## src/hw/lc3b_types.sv

```systemverilog
package lc3b_types;

    typedef logic [15:0] lc3b_word;
    typedef logic [2:0]  lc3b_reg;
    // n, z, p from msb down.
    typedef logic [2:0]  lc3b_nzp;

    localparam lc3b_word reset_pc  = 16'h3000;
    localparam int       reg_count = 8;

    typedef enum logic [3:0] {
        op_br  = 4'b0000,
        op_add = 4'b0001,
        op_and = 4'b0101,
        op_xor = 4'b1001,
        op_shf = 4'b1101,
        op_lea = 4'b1110
    } lc3b_opcode;

    typedef enum logic [2:0] {
        alu_add,
        alu_and,
        alu_xor,
        alu_pass_b,
        alu_sll,
        alu_srl,
        alu_sra
    } lc3b_aluop;

    typedef enum logic [1:0] {
        addr2_zero,
        addr2_off6,
        addr2_off9,
        addr2_off11
    } lc3b_addr2sel;

    typedef struct packed {
        lc3b_aluop    aluop;
        // imm5 when set.
        logic         sr2mux_sel;
        // sr1 when set, npc otherwise.
        logic         addr1mux_sel;
        lc3b_addr2sel addr2mux_sel;
        logic         lshf_enable;
        // address adder when set, so lea writes the address.
        logic         result_sel;
        logic         load_cc;
        logic         load_regfile;
        // marks a br.
        logic         branch_stall;
    } lc3b_control_word;

    typedef struct packed {
        lc3b_word         npc;
        lc3b_word         ir;
        lc3b_control_word cw;
        lc3b_word         sr1;
        lc3b_word         sr2;
        lc3b_reg          dr;
    } de_payload;

    typedef struct packed {
        lc3b_word ir;
        lc3b_reg  dr;
        lc3b_word result;
        logic     load_cc;
        logic     load_regfile;
    } ew_payload;

endpackage
```

## src/hw/lc3b_core.sv

```systemverilog
module lc3b_core (
    input  logic                 clk,
    input  logic                 rst_n,
    output logic                 fetch_req,
    output lc3b_types::lc3b_word fetch_addr,
    input  logic                 fetch_ack,
    input  lc3b_types::lc3b_word instr,
    output logic                 retire_valid,
    output lc3b_types::lc3b_word retire_ir,
    output lc3b_types::lc3b_word retire_value,
    output lc3b_types::lc3b_reg  retire_dr,
    output lc3b_types::lc3b_nzp  retire_cc
);
    import lc3b_types::*;

    lc3b_word         pc;
    lc3b_nzp          cc;
    lc3b_nzp          new_cc;
    logic             capture;
    logic             fetch_start;
    logic             dec_valid;
    lc3b_word         dec_ir;
    lc3b_word         dec_npc;
    lc3b_control_word dec_cw;
    lc3b_reg          src_a;
    lc3b_reg          src_b;
    lc3b_reg          dec_dr;
    lc3b_word         reg_a;
    lc3b_word         reg_b;
    logic             dep_stall;
    logic             decode_br_stall;
    de_payload        de_d;
    de_payload        de_q;
    logic             de_valid;
    lc3b_word         ex_result;
    logic             br_taken;
    lc3b_word         br_target;
    logic             ex_load_cc;
    logic             ex_load_regfile;
    logic             ex_branch_stall;
    ew_payload        ew_d;
    ew_payload        ew_q;
    logic             ew_valid;
    logic             wb_load_regfile;
    logic             wb_load_cc;

    assign fetch_addr = pc;
    assign capture    = fetch_req && fetch_ack;
    // new request once ack is low and decode has room.
    assign fetch_start = !fetch_req && !fetch_ack && !decode_br_stall
                      && (!dec_valid || !dep_stall);

    always_ff @(posedge clk or negedge rst_n) begin
        if (!rst_n) begin
            fetch_req <= 1'b0;
            dec_valid <= 1'b0;
            pc        <= reset_pc;
            cc        <= 3'b010;
        end else begin
            if (capture) begin
                fetch_req <= 1'b0;
            end else if (fetch_start) begin
                fetch_req <= 1'b1;
            end
            if (capture) begin
                dec_valid <= 1'b1;
            end else if (!dep_stall) begin
                dec_valid <= 1'b0;
            end
            // branch resolves here; fall-through reloads npc.
            if (ex_branch_stall) begin
                pc <= br_taken ? br_target : de_q.npc;
            end else if (capture) begin
                pc <= pc + 16'd2;
            end
            if (wb_load_cc) begin
                cc <= new_cc;
            end
        end
    end

    always_ff @(posedge clk) begin
        if (capture) begin
            dec_ir  <= instr;
            dec_npc <= pc + 16'd2;
        end
    end

    decode decode (
        .ir              (dec_ir),
        .valid_in        (dec_valid),
        .ex_valid        (de_valid),
        .ex_dr           (de_q.dr),
        .ex_load_regfile,
        .wb_valid        (ew_valid),
        .wb_dr           (ew_q.dr),
        .wb_load_regfile (ew_q.load_regfile),
        .cw              (dec_cw),
        .src_a,
        .src_b,
        .dr              (dec_dr),
        .dep_stall,
        .decode_br_stall
    );

    regfile regfile (
        .clk,
        .rst_n,
        .load  (wb_load_regfile),
        .dest  (ew_q.dr),
        .value (ew_q.result),
        .src_a,
        .src_b,
        .reg_a,
        .reg_b
    );

    assign de_d = '{npc: dec_npc, ir: dec_ir, cw: dec_cw,
                    sr1: reg_a, sr2: reg_b, dr: dec_dr};

    // a stalled decode sends a bubble on.
    stage_latch #(.payload_t(de_payload)) de_latch (
        .clk,
        .rst_n,
        .load     (1'b1),
        .flush    (dep_stall),
        .valid_in (dec_valid),
        .data_in  (de_d),
        .valid    (de_valid),
        .data     (de_q)
    );

    execute execute (
        .npc_in   (de_q.npc),
        .ir_in    (de_q.ir),
        .sr1      (de_q.sr1),
        .sr2      (de_q.sr2),
        .cw_in    (de_q.cw),
        .cc_in    (cc),
        .valid_in (de_valid),
        .result   (ex_result),
        .br_taken,
        .br_target,
        .ex_load_cc,
        .ex_load_regfile,
        .ex_branch_stall
    );

    assign ew_d = '{ir: de_q.ir, dr: de_q.dr, result: ex_result,
                    load_cc: ex_load_cc, load_regfile: ex_load_regfile};

    stage_latch #(.payload_t(ew_payload)) ew_latch (
        .clk,
        .rst_n,
        .load     (1'b1),
        .flush    (1'b0),
        .valid_in (de_valid),
        .data_in  (ew_d),
        .valid    (ew_valid),
        .data     (ew_q)
    );

    assign wb_load_regfile = ew_valid && ew_q.load_regfile;
    assign wb_load_cc      = ew_valid && ew_q.load_cc;
    assign new_cc = ew_q.result[15] ? 3'b100 : (ew_q.result == '0) ? 3'b010 : 3'b001;

    assign retire_valid = ew_valid;
    assign retire_ir    = ew_q.ir;
    assign retire_dr    = ew_q.dr;
    assign retire_value = ew_q.result;
    assign retire_cc    = wb_load_cc ? new_cc : cc;

    assert property (@(posedge clk) disable iff (!rst_n)
        fetch_req && !fetch_ack |=> $stable(fetch_addr))
        else $error("fetch_addr changed during an open request");

    // no wrong-path instruction sits in decode while a branch resolves.
    assert property (@(posedge clk) disable iff (!rst_n)
        ex_branch_stall |-> !dec_valid)
        else $error("instruction fetched past an unresolved branch");

endmodule

```

## src/hw/stage_latch.sv

```systemverilog
module stage_latch #(
    parameter type payload_t = logic [15:0]
) (
    input  logic     clk,
    input  logic     rst_n,
    input  logic     load,
    input  logic     flush,
    input  logic     valid_in,
    input  payload_t data_in,
    output logic     valid,
    output payload_t data
);

    always_ff @(posedge clk or negedge rst_n) begin
        if (!rst_n) begin
            valid <= 1'b0;
        end else if (flush) begin
            valid <= 1'b0;
        end else if (load) begin
            valid <= valid_in;
        end
    end

    always_ff @(posedge clk) begin
        if (load) begin
            data <= data_in;
        end
    end

endmodule

```

## src/hw/execute.sv

```systemverilog
module execute (
    input  lc3b_types::lc3b_word         npc_in,
    input  lc3b_types::lc3b_word         ir_in,
    input  lc3b_types::lc3b_word         sr1,
    input  lc3b_types::lc3b_word         sr2,
    input  lc3b_types::lc3b_control_word cw_in,
    input  lc3b_types::lc3b_nzp          cc_in,
    input  logic                         valid_in,
    output lc3b_types::lc3b_word         result,
    output logic                         br_taken,
    output lc3b_types::lc3b_word         br_target,
    output logic                         ex_load_cc,
    output logic                         ex_load_regfile,
    output logic                         ex_branch_stall
);
    import lc3b_types::*;

    lc3b_word imm5;
    lc3b_word sr2mux_out;
    lc3b_word alu_out;
    lc3b_word addr1mux_out;
    lc3b_word addr2mux_out;
    lc3b_word offset;
    lc3b_word address;

    assign imm5       = {{11{ir_in[4]}}, ir_in[4:0]};
    assign sr2mux_out = cw_in.sr2mux_sel ? imm5 : sr2;

    alu alu (
        .aluop (cw_in.aluop),
        .a     (sr1),
        .b     (sr2mux_out),
        .f     (alu_out)
    );

    assign addr1mux_out = cw_in.addr1mux_sel ? sr1 : npc_in;

    always_comb begin
        case (cw_in.addr2mux_sel)
            addr2_zero:  addr2mux_out = '0;
            addr2_off6:  addr2mux_out = {{10{ir_in[5]}}, ir_in[5:0]};
            addr2_off9:  addr2mux_out = {{7{ir_in[8]}}, ir_in[8:0]};
            addr2_off11: addr2mux_out = {{5{ir_in[10]}}, ir_in[10:0]};
        endcase
    end

    // word offsets become byte offsets.
    assign offset    = cw_in.lshf_enable ? {addr2mux_out[14:0], 1'b0} : addr2mux_out;
    assign address   = addr1mux_out + offset;
    assign br_target = address;
    assign result    = cw_in.result_sel ? address : alu_out;

    assign ex_load_cc      = valid_in && cw_in.load_cc;
    assign ex_load_regfile = valid_in && cw_in.load_regfile;

    always_comb begin
        ex_branch_stall = valid_in && cw_in.branch_stall;
        // taken when any requested nzp bit is set in cc.
        br_taken = valid_in && (lc3b_opcode'(ir_in[15:12]) == op_br)
                && |(ir_in[11:9] & cc_in);
        assert (!br_taken || ex_branch_stall)
            else $error("taken branch was not marked as a branch by decode");
    end

endmodule

```

## src/hw/alu.sv

```systemverilog
module alu (
    input  lc3b_types::lc3b_aluop aluop,
    input  lc3b_types::lc3b_word  a,
    input  lc3b_types::lc3b_word  b,
    output lc3b_types::lc3b_word  f
);
    import lc3b_types::*;

    logic [3:0] shamt;

    assign shamt = b[3:0];

    always_comb begin
        case (aluop)
            alu_add:    f = a + b;
            alu_and:    f = a & b;
            alu_xor:    f = a ^ b;
            alu_pass_b: f = b;
            alu_sll:    f = a << shamt;
            alu_srl:    f = a >> shamt;
            // fills with the sign bit.
            alu_sra:    f = lc3b_word'($signed(a) >>> shamt);
            default:    f = b;
        endcase
    end

endmodule

```

## src/hw/decode.sv

```systemverilog
module decode (
    input  lc3b_types::lc3b_word         ir,
    input  logic                         valid_in,
    input  logic                         ex_valid,
    input  lc3b_types::lc3b_reg          ex_dr,
    input  logic                         ex_load_regfile,
    input  logic                         wb_valid,
    input  lc3b_types::lc3b_reg          wb_dr,
    input  logic                         wb_load_regfile,
    output lc3b_types::lc3b_control_word cw,
    output lc3b_types::lc3b_reg          src_a,
    output lc3b_types::lc3b_reg          src_b,
    output lc3b_types::lc3b_reg          dr,
    output logic                         dep_stall,
    output logic                         decode_br_stall
);
    import lc3b_types::*;

    lc3b_opcode opcode;
    logic       ex_pend;
    logic       wb_pend;
    logic       hit_a;
    logic       hit_b;
    logic       use_a;
    logic       use_b;
    logic       use_cc;

    assign opcode = lc3b_opcode'(ir[15:12]);
    assign src_a  = ir[8:6];
    assign src_b  = ir[2:0];
    assign dr     = ir[11:9];

    assign ex_pend = ex_valid && ex_load_regfile;
    assign wb_pend = wb_valid && wb_load_regfile;
    assign hit_a   = (ex_pend && ex_dr == src_a) || (wb_pend && wb_dr == src_a);
    assign hit_b   = (ex_pend && ex_dr == src_b) || (wb_pend && wb_dr == src_b);

    always_comb begin
        cw     = '0;
        use_a  = 1'b0;
        use_b  = 1'b0;
        use_cc = 1'b0;
        if (valid_in) begin
            case (opcode)
                op_add, op_and, op_xor: begin
                    cw.aluop = (opcode == op_add) ? alu_add :
                               (opcode == op_and) ? alu_and : alu_xor;
                    cw.sr2mux_sel   = ir[5];
                    cw.load_cc      = 1'b1;
                    cw.load_regfile = 1'b1;
                    use_a           = 1'b1;
                    use_b           = !ir[5];
                end
                op_shf: begin
                    // ir[4] picks right, ir[5] arithmetic.
                    cw.aluop        = !ir[4] ? alu_sll : (ir[5] ? alu_sra : alu_srl);
                    cw.sr2mux_sel   = 1'b1;
                    cw.load_cc      = 1'b1;
                    cw.load_regfile = 1'b1;
                    use_a           = 1'b1;
                end
                op_lea: begin
                    cw.aluop        = alu_pass_b;
                    cw.addr2mux_sel = addr2_off9;
                    cw.lshf_enable  = 1'b1;
                    cw.result_sel   = 1'b1;
                    cw.load_regfile = 1'b1;
                end
                op_br: begin
                    cw.addr2mux_sel = addr2_off9;
                    cw.lshf_enable  = 1'b1;
                    cw.result_sel   = 1'b1;
                    cw.branch_stall = 1'b1;
                    use_cc          = 1'b1;
                end
                default: ;
            endcase
        end
        // br reads cc; every cc writer also writes a register.
        dep_stall = (use_a && hit_a) || (use_b && hit_b)
                 || (use_cc && (ex_pend || wb_pend));
        decode_br_stall = cw.branch_stall;
    end

endmodule

```

## src/hw/regfile.sv

```systemverilog
module regfile (
    input  logic                 clk,
    input  logic                 rst_n,
    input  logic                 load,
    input  lc3b_types::lc3b_reg  dest,
    input  lc3b_types::lc3b_word value,
    input  lc3b_types::lc3b_reg  src_a,
    input  lc3b_types::lc3b_reg  src_b,
    output lc3b_types::lc3b_word reg_a,
    output lc3b_types::lc3b_word reg_b
);
    import lc3b_types::*;

    lc3b_word regs [reg_count];

    always_ff @(posedge clk or negedge rst_n) begin
        if (!rst_n) begin
            for (int i = 0; i < reg_count; i++) begin
                regs[i] <= '0;
            end
        end else if (load) begin
            regs[dest] <= value;
        end
    end

    // reads return the value from before a same-cycle write.
    assign reg_a = regs[src_a];
    assign reg_b = regs[src_b];

endmodule

```

## config.mk

```make
export PLATFORM = sky130hd
export DESIGN_NAME = lc3b_core
export DESIGN_NICKNAME = d
export VERILOG_FILES = /design/src/hw/lc3b_types.sv /design/src/hw/lc3b_core.sv /design/src/hw/stage_latch.sv /design/src/hw/execute.sv /design/src/hw/alu.sv /design/src/hw/decode.sv /design/src/hw/regfile.sv
export SDC_FILE = /design/constraint.sdc
export NUM_CORES = 1
export LEC_CHECK = 0
export ABC_AREA = 1
export BUFFER_PORTS_ARGS = -buffer_cell sky130_fd_sc_hd__buf_2
export CORE_UTILIZATION = 35
export DETAILED_ROUTE_END_ITERATION = 16
export SLEW_MARGIN = 20
export SYNTH_ARGS = -nofsm -noshare
export SYNTH_HDL_FRONTEND = slang
export SYNTH_SLANG_ARGS = --single-unit
```

## constraint.sdc

```tcl
create_clock -name clk -period 6.4 [get_ports clk]
set_input_delay 0.64 -clock clk [delete_from_list [all_inputs] [get_ports clk]]
set_output_delay 0.64 -clock clk [all_outputs]
set_load 0.01 [all_outputs]
```

---- After elaboration in Yosys (flattened, before gate mapping) ----
Index checks and enable logic that the tools add are counted.
cells by class
  mux-type cells .......................... 40
  shifts and indexed selects .............. 3
  equal/unequal tests ..................... 18
  add/sub/neg operators ................... 3
  reduce and logical (&&, ||, !) cells .... 44
  order comparisons ....................... 4
  bitwise operators ....................... 6
operators with widths
  operator                                                         number
  16-bit two-way mux                                               11
  128-bit bitwise mux                                              1
  16-bit binary-select mux with 3-bit select                       2
  16-bit one-hot mux with 6 select lines                           1
  16-bit one-hot mux with 4 select lines                           1
  16-bit demux with 3-bit select                                   1
  16-bit adder                                                     2
  1-bit logical AND                                                20
  16-bit by 2-bit adder with 16-bit output, second input constant  1
  16-bit bitwise AND                                               1
  16-bit logical NOT                                               1
  16-bit by 4-bit left shift with 16-bit output                    1
  16-bit by 4-bit >> shifter with 16-bit output                    1
  16-bit by 4-bit >>> shifter with 16-bit output                   1
  16-bit bitwise XOR                                               1
  1-bit two-way mux                                                13
  3-bit == test                                                    4
  4-bit == test, second input constant                             3
  4-bit >= comparator, second input constant                       3
  3-bit two-way mux                                                4
  3-bit NOT with 4-bit output                                      3
  3-bit == test, second input constant                             3
  3-bit one-hot mux with 3 select lines                            1
  4-bit logical NOT                                                2
  21 further kinds                                                 36
storage, ports and cells
  flip-flop bits (word level) ............. 298
  output and inout bits ................... 56
  logic and storage cells ................. 152

---- Logic depth before layout (Yosys ltp) ----
  word-level depth ........................ 12
  mapped depth ............................ 20
  depth with buffers taken out ............ 18

---- Modules after synthesis ----
Synthesis repeated with hierarchy kept, for this count alone.
second synthesis, totals
  cell total of the unflattened synthesis .. 2,627
  area, all modules ....................... 18,798.0 um2
by module, submodules not included
  module                  area each (um2)  sequential area each (um2)  instances  cells each
  regfile                 7,489.7          3,203.1                     1          1,165
  alu                     2,875.3          0.0                         1          605
  lc3b_core               2,538.7          1,490.2                     1          268
  stage_latch (de_latch)  2,417.3          2,397.3                     1          85
  execute                 1,816.7          0.0                         1          351
  stage_latch (ew_latch)  1,156.1          1,136.1                     1          43
  decode                  504.2            0.0                         1          110

---- Least setup slack after synthesis ----
No wires, ideal clock.
  path kind ............................... flip-flop to flip-flop
  start ................................... register de_latch.data[43] (netlist name)
  end ..................................... register ew_latch.data[10] (netlist name)
  slack ................................... 3.967 ns
  data required time ...................... 6.288 ns
  arrival time ............................ 2.321 ns
  stages on the path, launching flop included .. 19
  clock period less this slack ............ 2.433 ns
  cell sequence ........................... dfxtp_1 -> buf_6 -> inv_4 -> nand2_4 -> nand2_4 -> buf_6 -> ha_1 -> fa_1 -> nand2_1 -> nand2_1 -> nand2_1 -> nand2_1 -> nand2_1 -> nand2_1 -> or2_2 -> nand3_1 -> nand4_1 -> nand2_1 -> nand2_1
RTL lines
  element                 line               text
  start, declared         stage_latch.sv:11  output payload_t data
  start signal, assigned  stage_latch.sv:26  data <= data_in;
  end signal, assigned    stage_latch.sv:26
  end, declared           stage_latch.sv:11

==> impl_metrics.env <==
export IMPL_clockRootBuffer="clkbuf_16"
export IMPL_worst_pin_slew_ns=0.8955
export IMPL_dp_slack_ns=3.231
export IMPL_place_congestion=0.9757
export IMPL_fin_crit_sh=0.5035
export IMPL_swShare=0.4072
export IMPL_p_int_uw=4114
export IMPL_cts_buffer_depth=3
export IMPL_grt_max_degree=86
export IMPL_die_area_um2=46420
export IMPL_powerDensity_nw_per_um2=394.1
export IMPL_grt_pass1_wl_mm=81.74
export IMPL_postRouteWirelength_mm=52.65
export IMPL_timing_rr_end="ew_latch.data[17]$_DFF_P_"
export IMPL_tns_ns=0
export IMPL_setup_violations=0
export IMPL_drive_gt1_frac=0.08234
export IMPL_p_leak_uw=0.008107
export IMPL_hp_class="in2async"
export IMPL_grt_usage=0.2259
export IMPL_finalNonFillerCells=2766
export IMPL_ys_warn_count=0
export IMPL_grt_overflow=0
export IMPL_cts_repair_resized=0
export IMPL_worstPathRequired_ns=6.82
export IMPL_synth_area_leader_cell="dfrtp_1"
export IMPL_grt_pass1_vias=13870
export IMPL_drc=0
export IMPL_die_y_um=215.4
export IMPL_vias=14800
export IMPL_synth_top_area_frac=0.2323
export IMPL_die_w_um=215.4
export IMPL_timing_rr_start="de_latch.data[43]$_SDFF_PN0_"
export IMPL_start_util=0.3575
export IMPL_r2r_cells=16
export IMPL_post_cts_setup_buffer_count=0
export IMPL_endpoint_kind="register"
export IMPL_clock_sinks=289
export IMPL_worst_r2r_setup_slack_ns=3.18
export IMPL_cp_start_kind="register"
export IMPL_synthArstFlopShare=0.5225
export IMPL_finClkSkew_ns=0.01881
export IMPL_num_rows=77
export IMPL_grt_setup_unrepaired="false"
export IMPL_worstPathArrival_ns=3.64
export IMPL_dp_hpwl_mm=36.98
export IMPL_combPwrFrac=0.348
export IMPL_portBuffers=74
export IMPL_dpl_cell_count=2704
export IMPL_synthesis_area_um2=15950
export IMPL_core_um2=44610
export IMPL_dr_first_iter_drc_count=1369
export IMPL_synth_edff_count=32
export IMPL_synthesis_nets=2219
export IMPL_ctsHoldBuffers=0
export IMPL_insertedDiodeCount=0
export IMPL_path_max_fanout=37
export IMPL_io_pins=75
export IMPL_p_seq_frac=0.368
export IMPL_yosys_top_cells_area="dfrtp_1, dfxtp_1, nand2_1"
export IMPL_clock_fmax_mhz=310.4
export IMPL_p_switching_uw=2826
export IMPL_ant_nets=0
export IMPL_synth_area_per_cell_um2=7.365
export IMPL_wire_per_inst_um=19.04
export IMPL_maxSlewHeadroom=0.4030
export IMPL_pwr_share_clk=0.284
export IMPL_via_per_inst=5.349
export IMPL_worst_slack_ns=3.178
export IMPL_syn_inst=2165
export IMPL_clk_pin_slew_ns=0.06
export IMPL_ys_types=52
export IMPL_fin_nets=2202
export IMPL_syn_to_final_growth_pct=10.42
export IMPL_period_minus_slack_ns=3.222
export IMPL_crit_type="reg2reg"
export IMPL_synth_seq_cells=289
export IMPL_ys_seq_area_frac=0.4306
export IMPL_cts_tree="yes"
export IMPL_maxSlewViolCount=0
export IMPL_status="completed"
export IMPL_final_util=0.3947
export IMPL_hold_viol=0
export IMPL_cts_buffers=34
export IMPL_firstDrtPassIters=8
export IMPL_synth_top_flop_cell="dfrtp_1"
export IMPL_clock_latency_ns=0.55
export IMPL_max_cap_viol_count=0
export IMPL_vdd_drop_max_uv=331.0
export IMPL_antenna_found_initial=1
export IMPL_htreeDepth=2
[sequential cells by signal, summed over array words and instances (netlist names)]
register        flops
dec_valid           1
fetch_addr         16
ew_latch.data      34
dec_npc            16
dec_ir             16
ew_latch.valid      1
cc                  3
regfile.regs      128
de_latch.data      72
fetch_req           1
de_latch.valid      1
[layout by cell type (no fill, tap or decap), types with 3 or more instances in the layout]
master / netlist / routed
a21oi_1: 136 / 136
a221oi_1: 7 / 7
a31oi_1: 34 / 34
a32oi_1: 4 / 4
buf_2: 10 / 73
buf_4: 38 / 15
clkbuf_1: 85 / 8
clkbuf_16: 0 / 36
clkbuf_8: 0 / 3
clkinv_2: 0 / 7
dfrtp_1: 148 / 148
dfstp_2: 3 / 3
dfxtp_1: 106 / 106
edfxtp_1: 32 / 32
ha_1: 33 / 33
inv_1: 212 / 212
inv_4: 3 / 3
inv_6: 0 / 3
nand2_1: 543 / 538
nand2_2: 5 / 10
nand3_1: 185 / 185
nand3b_1: 5 / 5
nand4_1: 18 / 18
nor2_1: 100 / 100
nor3_1: 8 / 8
nor4_1: 4 / 4
o211ai_1: 39 / 39
o21ai_0: 316 / 316
o21ai_1: 4 / 4
o21bai_1: 8 / 8
or2_2: 5 / 5
xnor2_1: 8 / 8
xor2_1: 22 / 22
[logic make-up (layout without fill, tap and decap cells)]
logic type	after synthesis	count (layout)	share of synthesized area
other	1	1	0.0002352
muxes	1	1	0.0007062
DFF	289	289	0.4306
buffers and inverters	362	371	0.09730
AOI/OAI and AO/OA	565	565	0.1938
adders and majority gates	35	35	0.02841
and+or+nand+nor	882	882	0.2325
xor gates and xnor gates	30	30	0.01648
[how the worst max path moves through the flow]
stage                                             from                   endpoint  slack [ns]  depth (start not counted)
after CTS                    ew_latch.data[17]$_DFF_P_               retire_cc[1]        3.00                          5
after floorplan           de_latch.data[43]$_SDFF_PN0_  ew_latch.data[10]$_DFF_P_        3.97                         18
after global routing      de_latch.data[43]$_SDFF_PN0_  ew_latch.data[13]$_DFF_P_        2.98                         14
final                     de_latch.data[43]$_SDFF_PN0_  ew_latch.data[17]$_DFF_P_        3.18                         16
after global placement    de_latch.data[43]$_SDFF_PN0_   ew_latch.data[7]$_DFF_P_        3.27                         14
after detailed placement  de_latch.data[43]$_SDFF_PN0_   ew_latch.data[7]$_DFF_P_        3.23                         14
[Yosys cell counts, drive strengths merged, types with 2 or more instances]
cell type  number
clkbuf         85
inv           217
dfstp           3
o31ai           2
a31oi          34
nor3            9
clkinv          2
nand4          18
xnor2           8
nand3         186
a211oi          2
edfxtp         32
dfrtp         148
o21bai          8
nand3b          5
dfxtp         106
nand2         550
a21boi          2
nor4            4
o211ai         39
nor2          103
a22oi           2
o21ai         323
o2111ai         2
ha             33
a21oi         136
a32oi           4
a21o            2
a221oi          7
xor2           22
o22ai           2
or2             7
fa              2
buf            58
[per-layer routing]
| metal | track usage | vias to the layer above | routed length (µm) |
|---|---|---|---|
| li1 | - | 7149 | - |
| met1 | 0.3164 | 6984 | 23800 |
| met2 | 0.3502 | 551 | 23640 |
| met3 | 0.03087 | 112 | 3248 |
| met4 | 0.09220 | 0 | 1965 |
| met5 | 0 | - | 0 |
[final cells by class]
class | count | area [µm²]
Inverter | 219 | 829.5
Multi-Input combinational cell | 1514 | 7541
Timing Repair Buffer | 90 | 500.5
Clock inverter | 15 | 157.7
Clock buffer | 47 | 972.2
Sequential cell | 289 | 6865
Fill cell | 4587 | 27000
Tap cell | 592 | 740.7
[critical path, stage by stage, from the launching register on]
cell and delay (ns):
dfxtp_1 0.60, nand2_1 0.17, o21ai_4 0.08, buf_4 0.37, inv_2 0.32, ha_1 0.50
nand3_1 0.11, nand3_1 0.17, nand2_1 0.08, nand2_1 0.10, nand3_1 0.13, nand2_1 0.11
nand2_1 0.05, nand3_1 0.07, nand3_1 0.10, nand2_1 0.06, nand2_1 0.05
[stage by stage]
stage	hold slack [ns]	cell area [µm²]	total power, µW
2_1_floorplan	0.3233	15950	4187
3_3_place_gp	0.3236	16460	4954
3_5_place_dp	0.3291	16460	4969
4_1_cts	0.1282	17590	6968
5_1_grt	0.1855	17610	7399
6_report	0.1178	17610	6940
[power groups by stage]
stage	registers, µW	clock network [µW]	logic (µW)
after floorplan	2420	0	1770
after global placement	2580	0	2370
after detailed placement	2580	0	2390
after CTS	2550	2020	2400
after global routing	2590	2100	2710
final	2550	1970	2420
Power figures use the tool's default switching activity.
